### src/rc4_settings.svh
`ifndef RC4_SETTINGS_SVH
`define RC4_SETTINGS_SVH

// ############################################################
// engine sizing
// ############################################################

// key bytes go msb first
`define RC4_KEY_BYTES 3
`define RC4_FIFO_DEPTH 32
`define RC4_LEN_W 6

// ############################################################
// register map
// ############################################################

`define RC4_REG_KEY    4'h0
`define RC4_REG_CTRL   4'h4
`define RC4_REG_STATUS 4'h8
`define RC4_REG_DATA   4'hC

`endif

### src/rc4_pkg.sv
`default_nettype none
`include "rc4_settings.svh"

package rc4_pkg;

	typedef logic [7:0] byte_t;
	typedef logic [`RC4_KEY_BYTES*8-1:0] key_t;
	typedef logic [`RC4_LEN_W-1:0] len_t;
	typedef logic [3:0] axil_addr_t;
	typedef logic [31:0] axil_data_t;

	// master side of the AXI4-Lite port
	typedef struct packed {
		axil_addr_t aw_addr;
		logic       aw_valid;
		axil_data_t w_data;
		logic [3:0] w_strb;
		logic       w_valid;
		logic       b_ready;
		axil_addr_t ar_addr;
		logic       ar_valid;
		logic       r_ready;
	} axil_req_t;

	typedef struct packed {
		logic       aw_ready;
		logic       w_ready;
		logic [1:0] b_resp;
		logic       b_valid;
		logic       ar_ready;
		axil_data_t r_data;
		logic [1:0] r_resp;
		logic       r_valid;
	} axil_rsp_t;

	typedef struct packed {
		key_t key;
		len_t len;
		logic start;
	} rc4_cmd_t;

	typedef struct packed {
		byte_t addr;
		byte_t wdata;
		logic  we;
	} ram_port_t;

	typedef enum logic [4:0] {
		eng_idle,
		eng_init_wr,
		eng_rd_i,
		eng_wait_i,
		eng_wait_i2,
		eng_save_i,
		eng_key_sel,
		eng_set_j,
		eng_rd_j,
		eng_wait_j,
		eng_wait_j2,
		eng_save_j,
		eng_wr_i,
		eng_wr_j,
		eng_gen_inc,
		eng_gen_sum,
		eng_gen_wait,
		eng_gen_wait2,
		eng_push,
		eng_done
	} eng_state_e;

endpackage

`default_nettype wire

### src/rc4_reg_decode.sv
`timescale 1ns/1ps
`default_nettype none
`include "rc4_settings.svh"

module rc4_reg_decode (
	input  wire                    clk,
	input  wire                    rst_n_i,
	input  wire rc4_pkg::axil_req_t axil_req_i,
	output rc4_pkg::axil_rsp_t     axil_rsp_o,
	output rc4_pkg::rc4_cmd_t      cmd_o,
	input  wire                    busy_i,
	input  wire                    done_i,
	input  wire rc4_pkg::byte_t    fifo_count_i,
	input  wire rc4_pkg::byte_t    fifo_data_i,
	input  wire                    fifo_empty_i,
	output logic                   fifo_pop_o
);

	localparam logic [1:0] RESP_OKAY   = 2'b00;
	localparam logic [1:0] RESP_SLVERR = 2'b10;

	logic                 wr_ready_q;
	logic                 rd_ready_q;
	logic                 b_valid_q;
	logic                 r_valid_q;
	logic                 start_q;
	logic [1:0]           b_resp_q;
	logic [1:0]           r_resp_q;
	rc4_pkg::axil_data_t  r_data_q;
	rc4_pkg::key_t        key_q;
	rc4_pkg::len_t        len_q;
	logic                 ctrl_start;
	logic                 wr_err;
	logic                 rd_err;
	rc4_pkg::axil_data_t  rd_data;

	// ############################################################
	// address decode
	// ############################################################

	always_comb begin
		ctrl_start = 1'b0;
		wr_err     = 1'b0;
		case (axil_req_i.aw_addr)
			`RC4_REG_KEY: begin
				wr_err = 1'b0;
			end
			`RC4_REG_CTRL: begin
				ctrl_start = axil_req_i.w_data[0];
				// start refused while a run is in progress
				wr_err     = axil_req_i.w_data[0] & busy_i;
			end
			default: begin
				wr_err = 1'b1;
			end
		endcase
	end

	always_comb begin
		rd_err  = 1'b0;
		rd_data = '0;
		case (axil_req_i.ar_addr)
			`RC4_REG_KEY: begin
				rd_data = rc4_pkg::axil_data_t'(key_q);
			end
			`RC4_REG_CTRL: begin
				rd_data = '0;
			end
			`RC4_REG_STATUS: begin
				rd_data = {16'h0, fifo_count_i, 6'h0, done_i, busy_i};
			end
			`RC4_REG_DATA: begin
				if (fifo_empty_i) begin
					rd_err = 1'b1;
				end else begin
					rd_data = {24'h0, fifo_data_i};
				end
			end
			default: begin
				rd_err = 1'b1;
			end
		endcase
	end

	// pop in the read acceptance cycle
	assign fifo_pop_o = rd_ready_q && (axil_req_i.ar_addr == `RC4_REG_DATA) && !fifo_empty_i;

	// ############################################################
	// handshake state
	// ############################################################

	always_ff @(posedge clk or negedge rst_n_i) begin
		if (!rst_n_i) begin
			wr_ready_q <= 1'b0;
			rd_ready_q <= 1'b0;
			b_valid_q  <= 1'b0;
			r_valid_q  <= 1'b0;
			start_q    <= 1'b0;
		end else begin
			wr_ready_q <= axil_req_i.aw_valid && axil_req_i.w_valid && !wr_ready_q && !b_valid_q;
			rd_ready_q <= axil_req_i.ar_valid && !rd_ready_q && !r_valid_q;
			start_q    <= wr_ready_q && ctrl_start && !wr_err;
			if (wr_ready_q) begin
				b_valid_q <= 1'b1;
			end else if (axil_req_i.b_ready) begin
				b_valid_q <= 1'b0;
			end
			if (rd_ready_q) begin
				r_valid_q <= 1'b1;
			end else if (axil_req_i.r_ready) begin
				r_valid_q <= 1'b0;
			end
		end
	end

	always_ff @(posedge clk) begin
		if (wr_ready_q) begin
			b_resp_q <= wr_err ? RESP_SLVERR : RESP_OKAY;
			if (axil_req_i.aw_addr == `RC4_REG_KEY) begin
				key_q <= axil_req_i.w_data[`RC4_KEY_BYTES*8-1:0];
			end
			if (ctrl_start && !wr_err) begin
				len_q <= axil_req_i.w_data[`RC4_LEN_W:1];
			end
		end
		if (rd_ready_q) begin
			r_resp_q <= rd_err ? RESP_SLVERR : RESP_OKAY;
			r_data_q <= rd_data;
		end
	end

	always_comb begin
		axil_rsp_o.aw_ready = wr_ready_q;
		axil_rsp_o.w_ready  = wr_ready_q;
		axil_rsp_o.b_resp   = b_resp_q;
		axil_rsp_o.b_valid  = b_valid_q;
		axil_rsp_o.ar_ready = rd_ready_q;
		axil_rsp_o.r_data   = r_data_q;
		axil_rsp_o.r_resp   = r_resp_q;
		axil_rsp_o.r_valid  = r_valid_q;
	end

	assign cmd_o.key   = key_q;
	assign cmd_o.len   = len_q;
	assign cmd_o.start = start_q;

endmodule

`default_nettype wire

### src/rc4_engine.sv
`timescale 1ns/1ps
`default_nettype none
`include "rc4_settings.svh"

module rc4_engine (
	input  wire                    clk,
	input  wire                    rst_n_i,
	input  wire rc4_pkg::rc4_cmd_t cmd_i,
	output rc4_pkg::ram_port_t     ram_o,
	input  wire rc4_pkg::byte_t    ram_rdata_i,
	output logic                   push_valid_o,
	output rc4_pkg::byte_t         push_data_o,
	input  wire                    fifo_full_i,
	output logic                   flush_o,
	output logic                   busy_o,
	output logic                   done_o
);

	localparam int KEY_IDX_W = $clog2(`RC4_KEY_BYTES);

	rc4_pkg::eng_state_e   state_q;
	logic                  gen_q;
	rc4_pkg::byte_t        i_q;
	rc4_pkg::byte_t        j_q;
	rc4_pkg::byte_t        si_q;
	rc4_pkg::byte_t        sj_q;
	rc4_pkg::byte_t        key_byte_q;
	logic [KEY_IDX_W-1:0]  k_q;
	rc4_pkg::key_t         key_q;
	rc4_pkg::len_t         left_q;
	rc4_pkg::ram_port_t    ram_q;
	logic                  flush_q;

	assign ram_o        = ram_q;
	assign flush_o      = flush_q;
	assign busy_o       = (state_q != rc4_pkg::eng_idle) && (state_q != rc4_pkg::eng_done);
	assign done_o       = (state_q == rc4_pkg::eng_done);
	// output byte sits on the ram read port while in push
	assign push_valid_o = (state_q == rc4_pkg::eng_push) && !fifo_full_i;
	assign push_data_o  = ram_rdata_i;

	always_ff @(posedge clk or negedge rst_n_i) begin
		if (!rst_n_i) begin
			state_q    <= rc4_pkg::eng_idle;
			gen_q      <= 1'b0;
			i_q        <= '0;
			j_q        <= '0;
			si_q       <= '0;
			sj_q       <= '0;
			key_byte_q <= '0;
			k_q        <= '0;
			key_q      <= '0;
			left_q     <= '0;
			ram_q      <= '0;
			flush_q    <= 1'b0;
		end else begin
			ram_q.we <= 1'b0;
			flush_q  <= 1'b0;
			case (state_q)
				rc4_pkg::eng_idle, rc4_pkg::eng_done: begin
					if (cmd_i.start) begin
						key_q   <= cmd_i.key;
						left_q  <= cmd_i.len;
						i_q     <= '0;
						flush_q <= 1'b1;
						state_q <= rc4_pkg::eng_init_wr;
					end
				end

				// ############################################################
				// identity fill at one entry per cycle
				// ############################################################
				rc4_pkg::eng_init_wr: begin
					ram_q.addr  <= i_q;
					ram_q.wdata <= i_q;
					ram_q.we    <= 1'b1;
					i_q         <= i_q + 8'd1;
					if (i_q == 8'hff) begin
						j_q     <= '0;
						k_q     <= '0;
						gen_q   <= 1'b0;
						state_q <= rc4_pkg::eng_rd_i;
					end
				end

				// ############################################################
				// swap loop shared by key schedule and generation
				// ############################################################
				rc4_pkg::eng_rd_i: begin
					ram_q.addr <= i_q;
					state_q    <= rc4_pkg::eng_wait_i;
				end
				rc4_pkg::eng_wait_i:  state_q <= rc4_pkg::eng_wait_i2;
				rc4_pkg::eng_wait_i2: state_q <= rc4_pkg::eng_save_i;
				rc4_pkg::eng_save_i: begin
					si_q    <= ram_rdata_i;
					state_q <= gen_q ? rc4_pkg::eng_set_j : rc4_pkg::eng_key_sel;
				end
				rc4_pkg::eng_key_sel: begin
					key_byte_q <= key_q[(`RC4_KEY_BYTES - 1 - k_q) * 8 +: 8];
					k_q        <= (k_q == KEY_IDX_W'(`RC4_KEY_BYTES - 1)) ? '0 : k_q + 1'b1;
					state_q    <= rc4_pkg::eng_set_j;
				end
				rc4_pkg::eng_set_j: begin
					// no key term during generation
					j_q     <= j_q + si_q + (gen_q ? 8'd0 : key_byte_q);
					state_q <= rc4_pkg::eng_rd_j;
				end
				rc4_pkg::eng_rd_j: begin
					ram_q.addr <= j_q;
					state_q    <= rc4_pkg::eng_wait_j;
				end
				rc4_pkg::eng_wait_j:  state_q <= rc4_pkg::eng_wait_j2;
				rc4_pkg::eng_wait_j2: state_q <= rc4_pkg::eng_save_j;
				rc4_pkg::eng_save_j: begin
					sj_q    <= ram_rdata_i;
					state_q <= rc4_pkg::eng_wr_i;
				end
				rc4_pkg::eng_wr_i: begin
					ram_q.addr  <= i_q;
					ram_q.wdata <= sj_q;
					ram_q.we    <= 1'b1;
					state_q     <= rc4_pkg::eng_wr_j;
				end
				rc4_pkg::eng_wr_j: begin
					ram_q.addr  <= j_q;
					ram_q.wdata <= si_q;
					ram_q.we    <= 1'b1;
					if (gen_q) begin
						state_q <= rc4_pkg::eng_gen_sum;
					end else if (i_q == 8'hff) begin
						i_q     <= '0;
						j_q     <= '0;
						gen_q   <= 1'b1;
						state_q <= rc4_pkg::eng_gen_inc;
					end else begin
						i_q     <= i_q + 8'd1;
						state_q <= rc4_pkg::eng_rd_i;
					end
				end

				// ############################################################
				// keystream output
				// ############################################################
				rc4_pkg::eng_gen_inc: begin
					if (left_q == '0) begin
						state_q <= rc4_pkg::eng_done;
					end else begin
						i_q     <= i_q + 8'd1;
						state_q <= rc4_pkg::eng_rd_i;
					end
				end
				rc4_pkg::eng_gen_sum: begin
					ram_q.addr <= si_q + sj_q;
					state_q    <= rc4_pkg::eng_gen_wait;
				end
				rc4_pkg::eng_gen_wait:  state_q <= rc4_pkg::eng_gen_wait2;
				rc4_pkg::eng_gen_wait2: state_q <= rc4_pkg::eng_push;
				rc4_pkg::eng_push: begin
					// hold here while the fifo is full
					if (!fifo_full_i) begin
						left_q  <= left_q - 1'b1;
						state_q <= rc4_pkg::eng_gen_inc;
					end
				end
				default: state_q <= rc4_pkg::eng_idle;
			endcase
		end
	end

endmodule

`default_nettype wire

### src/rc4_state_ram.sv
`timescale 1ns/1ps
`default_nettype none

module rc4_state_ram (
	input  wire                     clk,
	input  wire rc4_pkg::ram_port_t ram_i,
	output rc4_pkg::byte_t          rdata_o
);

	rc4_pkg::byte_t mem_q [256];
	rc4_pkg::byte_t addr_q;

	always_ff @(posedge clk) begin
		if (ram_i.we) begin
			mem_q[ram_i.addr] <= ram_i.wdata;
		end
	end

	// address and data both registered for a two-cycle read
	always_ff @(posedge clk) begin
		addr_q  <= ram_i.addr;
		rdata_o <= mem_q[addr_q];
	end

endmodule

`default_nettype wire

### src/rc4_keystream_fifo.sv
`timescale 1ns/1ps
`default_nettype none
`include "rc4_settings.svh"

module rc4_keystream_fifo (
	input  wire                 clk,
	input  wire                 rst_n_i,
	input  wire                 flush_i,
	input  wire                 push_i,
	input  wire rc4_pkg::byte_t push_data_i,
	input  wire                 pop_i,
	output rc4_pkg::byte_t      pop_data_o,
	output logic                empty_o,
	output logic                full_o,
	output rc4_pkg::byte_t      count_o
);

	localparam int PTR_W = $clog2(`RC4_FIFO_DEPTH);

	rc4_pkg::byte_t   mem_q [`RC4_FIFO_DEPTH];
	logic [PTR_W-1:0] wr_ptr_q;
	logic [PTR_W-1:0] rd_ptr_q;
	logic [PTR_W:0]   count_q;
	logic             do_push;
	logic             do_pop;

	assign do_push    = push_i && !full_o;
	assign do_pop     = pop_i && !empty_o;
	assign empty_o    = (count_q == '0);
	assign full_o     = (count_q == (PTR_W+1)'(`RC4_FIFO_DEPTH));
	assign count_o    = rc4_pkg::byte_t'(count_q);
	// first word falls through
	assign pop_data_o = mem_q[rd_ptr_q];

	always_ff @(posedge clk or negedge rst_n_i) begin
		if (!rst_n_i) begin
			wr_ptr_q <= '0;
			rd_ptr_q <= '0;
			count_q  <= '0;
		end else if (flush_i) begin
			wr_ptr_q <= '0;
			rd_ptr_q <= '0;
			count_q  <= '0;
		end else begin
			if (do_push) begin
				wr_ptr_q <= wr_ptr_q + 1'b1;
			end
			if (do_pop) begin
				rd_ptr_q <= rd_ptr_q + 1'b1;
			end
			if (do_push && !do_pop) begin
				count_q <= count_q + 1'b1;
			end else if (do_pop && !do_push) begin
				count_q <= count_q - 1'b1;
			end
		end
	end

	always_ff @(posedge clk) begin
		if (do_push) begin
			mem_q[wr_ptr_q] <= push_data_i;
		end
	end

endmodule

`default_nettype wire

### src/rc4_top.sv
`timescale 1ns/1ps
`default_nettype none

module rc4_top (
	input  wire                     clk,
	input  wire                     rst_n_i,
	input  wire rc4_pkg::axil_req_t axil_req_i,
	output rc4_pkg::axil_rsp_t      axil_rsp_o
);

	rc4_pkg::rc4_cmd_t  cmd;
	rc4_pkg::ram_port_t ram_port;
	rc4_pkg::byte_t     ram_rdata;
	rc4_pkg::byte_t     push_data;
	rc4_pkg::byte_t     fifo_data;
	rc4_pkg::byte_t     fifo_count;
	logic               push_valid;
	logic               fifo_full;
	logic               fifo_empty;
	logic               fifo_pop;
	logic               flush;
	logic               busy;
	logic               done;

	rc4_reg_decode i_rc4_reg_decode (
		.clk          (clk),
		.rst_n_i      (rst_n_i),
		.axil_req_i   (axil_req_i),
		.axil_rsp_o   (axil_rsp_o),
		.cmd_o        (cmd),
		.busy_i       (busy),
		.done_i       (done),
		.fifo_count_i (fifo_count),
		.fifo_data_i  (fifo_data),
		.fifo_empty_i (fifo_empty),
		.fifo_pop_o   (fifo_pop)
	);

	rc4_engine i_rc4_engine (
		.clk          (clk),
		.rst_n_i      (rst_n_i),
		.cmd_i        (cmd),
		.ram_o        (ram_port),
		.ram_rdata_i  (ram_rdata),
		.push_valid_o (push_valid),
		.push_data_o  (push_data),
		.fifo_full_i  (fifo_full),
		.flush_o      (flush),
		.busy_o       (busy),
		.done_o       (done)
	);

	rc4_state_ram i_rc4_state_ram (
		.clk     (clk),
		.ram_i   (ram_port),
		.rdata_o (ram_rdata)
	);

	rc4_keystream_fifo i_rc4_keystream_fifo (
		.clk         (clk),
		.rst_n_i     (rst_n_i),
		.flush_i     (flush),
		.push_i      (push_valid),
		.push_data_i (push_data),
		.pop_i       (fifo_pop),
		.pop_data_o  (fifo_data),
		.empty_o     (fifo_empty),
		.full_o      (fifo_full),
		.count_o     (fifo_count)
	);

endmodule

`default_nettype wire

### config.mk
export PLATFORM = sky130hd
export DESIGN_NAME = rc4_top
export DESIGN_NICKNAME = d
export VERILOG_FILES = /design/src/rc4_pkg.sv /design/src/rc4_reg_decode.sv /design/src/rc4_engine.sv /design/src/rc4_state_ram.sv /design/src/rc4_keystream_fifo.sv /design/src/rc4_top.sv
export VERILOG_INCLUDE_DIRS = /design/src /design/src/src
export SDC_FILE = /design/constraint.sdc
export NUM_CORES = 2
export LEC_CHECK = 0
export BUFFER_PORTS_ARGS = -buffer_cell sky130_fd_sc_hd__buf_2
export CORE_UTILIZATION = 55
export CTS_CLUSTER_DIAMETER = 120
export CTS_CLUSTER_SIZE = 10
export DETAILED_ROUTE_END_ITERATION = 8
export PLACE_DENSITY = 0.71
export SYNTH_ARGS = -nofsm -noshare
export SYNTH_HDL_FRONTEND = slang
export SYNTH_SLANG_ARGS = --single-unit
### constraint.sdc
create_clock -name clk -period 11 [get_ports clk]
set_input_delay 2.2 -clock clk [delete_from_list [all_inputs] [get_ports clk]]
set_output_delay 2.2 -clock clk [all_outputs]
set_load 0.1 [all_outputs]
==> impl_results.md <==
- Result of the run: completed
- Post-synth top cells: edfxtp_1 (2360), mux4_2 (562), nor2_1 (401), nand2_1 (188), clkbuf_1 (127)
- DP HPWL: ~130 mm
- Synth top area cells: edfxtp_1 (73%), mux4_2 (13%), dfrtp_1 (3.0%)
- Critical Path End: i_rc4_state_ram.rdata_o[4]
- Register-to-register setup slack: ~6000 ps
- Initial antenna violation count: 3
- Count leader, synth: edfxtp_1
- TritonCTS clock tree: done
- DRC: 0
- Total grt overflow: 0
- Fmax: slightly above 200 MHz
- Final hold vios: 0
- Nets@finish: about 5100
- Quantity of gates resized following cts: 0
- Final Core Density: 0.613
- Die Y: roughly 420 um
- GP Congestion: between 0.8 and 0.9
- Yosys warnings: 0
- Worst Setup End Kind: flip-flop
- Worst Tran Pin Value: between 1000 and 1500 ps
- Setup Buffers After CTS: 0
- Mapped cell area: 97400 sq um
- DRT Pass-1 Iters: 9
- LEAKAGE: ~33 nW
- Die W: 423 um
- GRT Overall Usage: 0.245
- Cells after synthesis: 4828
- Fin crit share: 0.440
- Max-slew violations: 0
- Sequential share of the synthesized area: 0.761
- Startpoint types: flip-flop
- Number of synthesized register bits: around 2500
- Placement Cell Area: ~100000 sq um
- PortBufs: between 60 and 70
- Power Dens Cells: about 250 nW/um^2
- Cell accounting for the most synthesized area: edfxtp_1
- Asr flop ratio synth: 0.0469
- Clock skew: 59.0 ps
- Crit path kind: reg -> reg
- HP Class: reg -> reg
- Core Area: 176000 sq um
- Crit path from: i_rc4_state_ram.addr_q[0]
- Initial DRC count: around 5600
- Top cell type's share of synthesized area: 0.728
- DR vias: 47900
- Setup TNS: 0 ps
- CP arrival: ~5600 ps
- Initial Util: 0.553
- Worst skew pair latency: 920 ps
- RR Startpoint: i_rc4_state_ram.addr_q[0]
- Capturing point of the worst reg2reg path: i_rc4_state_ram.rdata_o[4]
- R2R depth: 8
- Area grow syn2layout: 10.8%
- WL per Instance: ~29 um
- Final setup fails: 0
- Critical Path Fanout Max: 80
- Distinct cell type count of the synthesized netlist: 77
- H-tree levels: 5
- Num CTS Buffers: 299
- Clk sinks: between 2000 and 2500
- Worst VDD drop: around 280 uV
- Shortest period the worst path allows: 4840 ps
- Cts hold-fix bufs: 0
- First-pass GRT wire length: about 320 mm
- Slew HR: 0.208
- Vias in the first global route: between 40000 and 50000
- Fillers: 11900
- Vias per std cell: about 6.5
- Syn_area_per_cell: approximately 20 sq um
- Ports: ~90
- FP Rows: 154
- CTS root buf: clkbuf_16
- Max cap viols: 0
- Layout cell share with drive strength beyond 1: 0.215
- CP Data Required Time: between 10000 and 15000 ps
- Total Wirelength: 217 mm
- Final ANT Viol Nets: 0
- Primary FF master, synth: edfxtp_1
- Max Buffers Root-to-Sink: 4
- Clock-pin slew on the worst setup and hold paths: approximately 60 ps
- Number of synthesized flops with an enable pin: 2360
- RSZ-0062 raised after global routing: no
- Largest net degree at the start of global routing: roughly 190
- DIE AREA: about 180000 sq um
- Final instance area: between 100000 and 150000 sq um
per-stage QoR:
| step | cells | hold WS, ps | setup slack (ps) | total power, mW |
|---|---|---|---|---|
| 2_1_floorplan | 4837 | 345 | 6770 | 16.9 |
| 3_3_place_gp | 7053 | 448 | 6090 | 18.9 |
| 3_5_place_dp | 7053 | 450 | 6100 | 19.0 |
| 4_1_cts | 7423 | 467 | 6020 | 27.3 |
| 5_1_grt | 7423 | 489 | 5730 | 28.1 |
| 6_report | 7425 | 464 | 6160 | 27.2 |
worst min-delay path by stage:
| stage | start | to | cells past startpoint |
|---|---|---|---|
| 2_1_floorplan | i_rc4_engine.ram_o[15] | i_rc4_state_ram.addr_q[6] | 0 |
| 3_3_place_gp | i_rc4_reg_decode.b_valid_q | i_rc4_reg_decode.wr_ready_q | 1 |
| 3_5_place_dp | i_rc4_reg_decode.b_valid_q | i_rc4_reg_decode.wr_ready_q | 1 |
| 4_1_cts | i_rc4_reg_decode.b_valid_q | i_rc4_reg_decode.wr_ready_q | 1 |
| 5_1_grt | i_rc4_engine.ram_o[13] | i_rc4_state_ram.addr_q[4] | 0 |
| 6_report | i_rc4_engine.ram_o[13] | i_rc4_state_ram.addr_q[4] | 0 |
metal layers:
layer  vias to the layer above  track usage  wire length (um)
li1                      20100            -                 -
met1                     25100        0.358             87800
met2                      2422        0.369            102000
met3                       367       0.0617             21700
met4                         2       0.0731              5780
met5                         -            0                34
state kept, by name (all words and copies together) (netlist names), 6 cells and up:
| name | flops |
|---|---|
| i_rc4_engine.j_q | 8 |
| i_rc4_engine.sj_q | 8 |
| i_rc4_state_ram.rdata_o | 8 |
| i_rc4_engine.left_q | 6 |
| i_rc4_keystream_fifo.mem_q | 256 |
| i_rc4_state_ram.addr_q | 8 |
| i_rc4_engine.i_q | 8 |
| i_rc4_reg_decode.r_data_q | 24 |
| i_rc4_keystream_fifo.count_q | 6 |
| i_rc4_engine.si_q | 8 |
| i_rc4_engine.ram_o | 17 |
| i_rc4_reg_decode.len_q | 6 |
| i_rc4_engine.key_q | 24 |
| i_rc4_engine.key_byte_q | 8 |
| i_rc4_state_ram.mem_q | 2048 |
| i_rc4_reg_decode.key_q | 24 |
cells in the final DEF (no fill, tap or decap), types with 19 or more instances in the layout:
cell type,n
o21ai_0,45
nand2_1,187
buf_4,83
a21oi_1,70
o22ai_1,107
clkbuf_1,57
edfxtp_1,2360
nor3_1,25
a22o_1,58
nor2b_1,21
buf_2,68
mux4_2,562
a221oi_1,29
ha_1,28
clkbuf_16,303
xnor2_1,20
and2_1,19
mux2i_1,101
dfrtp_1,107
nand3_1,34
a211oi_1,34
inv_1,29
a22oi_1,53
nor2_1,399
critical path: stages, from the launching register on:
cell and delay (ps):
dfxtp_4 1020, buf_12 540, buf_4 610, buf_4 560, mux4_2 360, o22ai_1 140, nor4_1 730, a21oi_1 370
nor4_2 220
kinds of logic (layout without fill, tap and decap cells):
kind of cell / after synthesis / in the layout / synth area share
xor+xnor: 30 / 30 / 0.00270
other cells: 1 / 12 / 0.0000385
mux: 679 / 679 / 0.142
flops: 2493 / 2493 / 0.761
fa+ha+maj: 38 / 38 / 0.00565
buf+inv: 314 / 560 / 0.0172
simple gates: 786 / 786 / 0.0356
compound gates: 487 / 487 / 0.0353
power by group:
part	internal, mW	switching (mW)	total [mW]
Sequential	11.4	0.593	11.9
Clock	4.91	3.46	8.37
Combinational	2.70	4.19	6.88
Total	19.0	8.24	27.2
cell type report:
cell class,instances,area (sq um),share of cell area
clock buffers,360,7800,0.0723
repair buffers,159,1120,0.0104
flip-flops and latches,2493,74200,0.688
diodes,2,5.00,0.0000464
inverters,31,116,0.00108
well taps,2340,2930,0.0271
clock inverters,10,81.3,0.000754
multi-input cells,2030,21600,0.201
(Power assumes the default switching activity.)
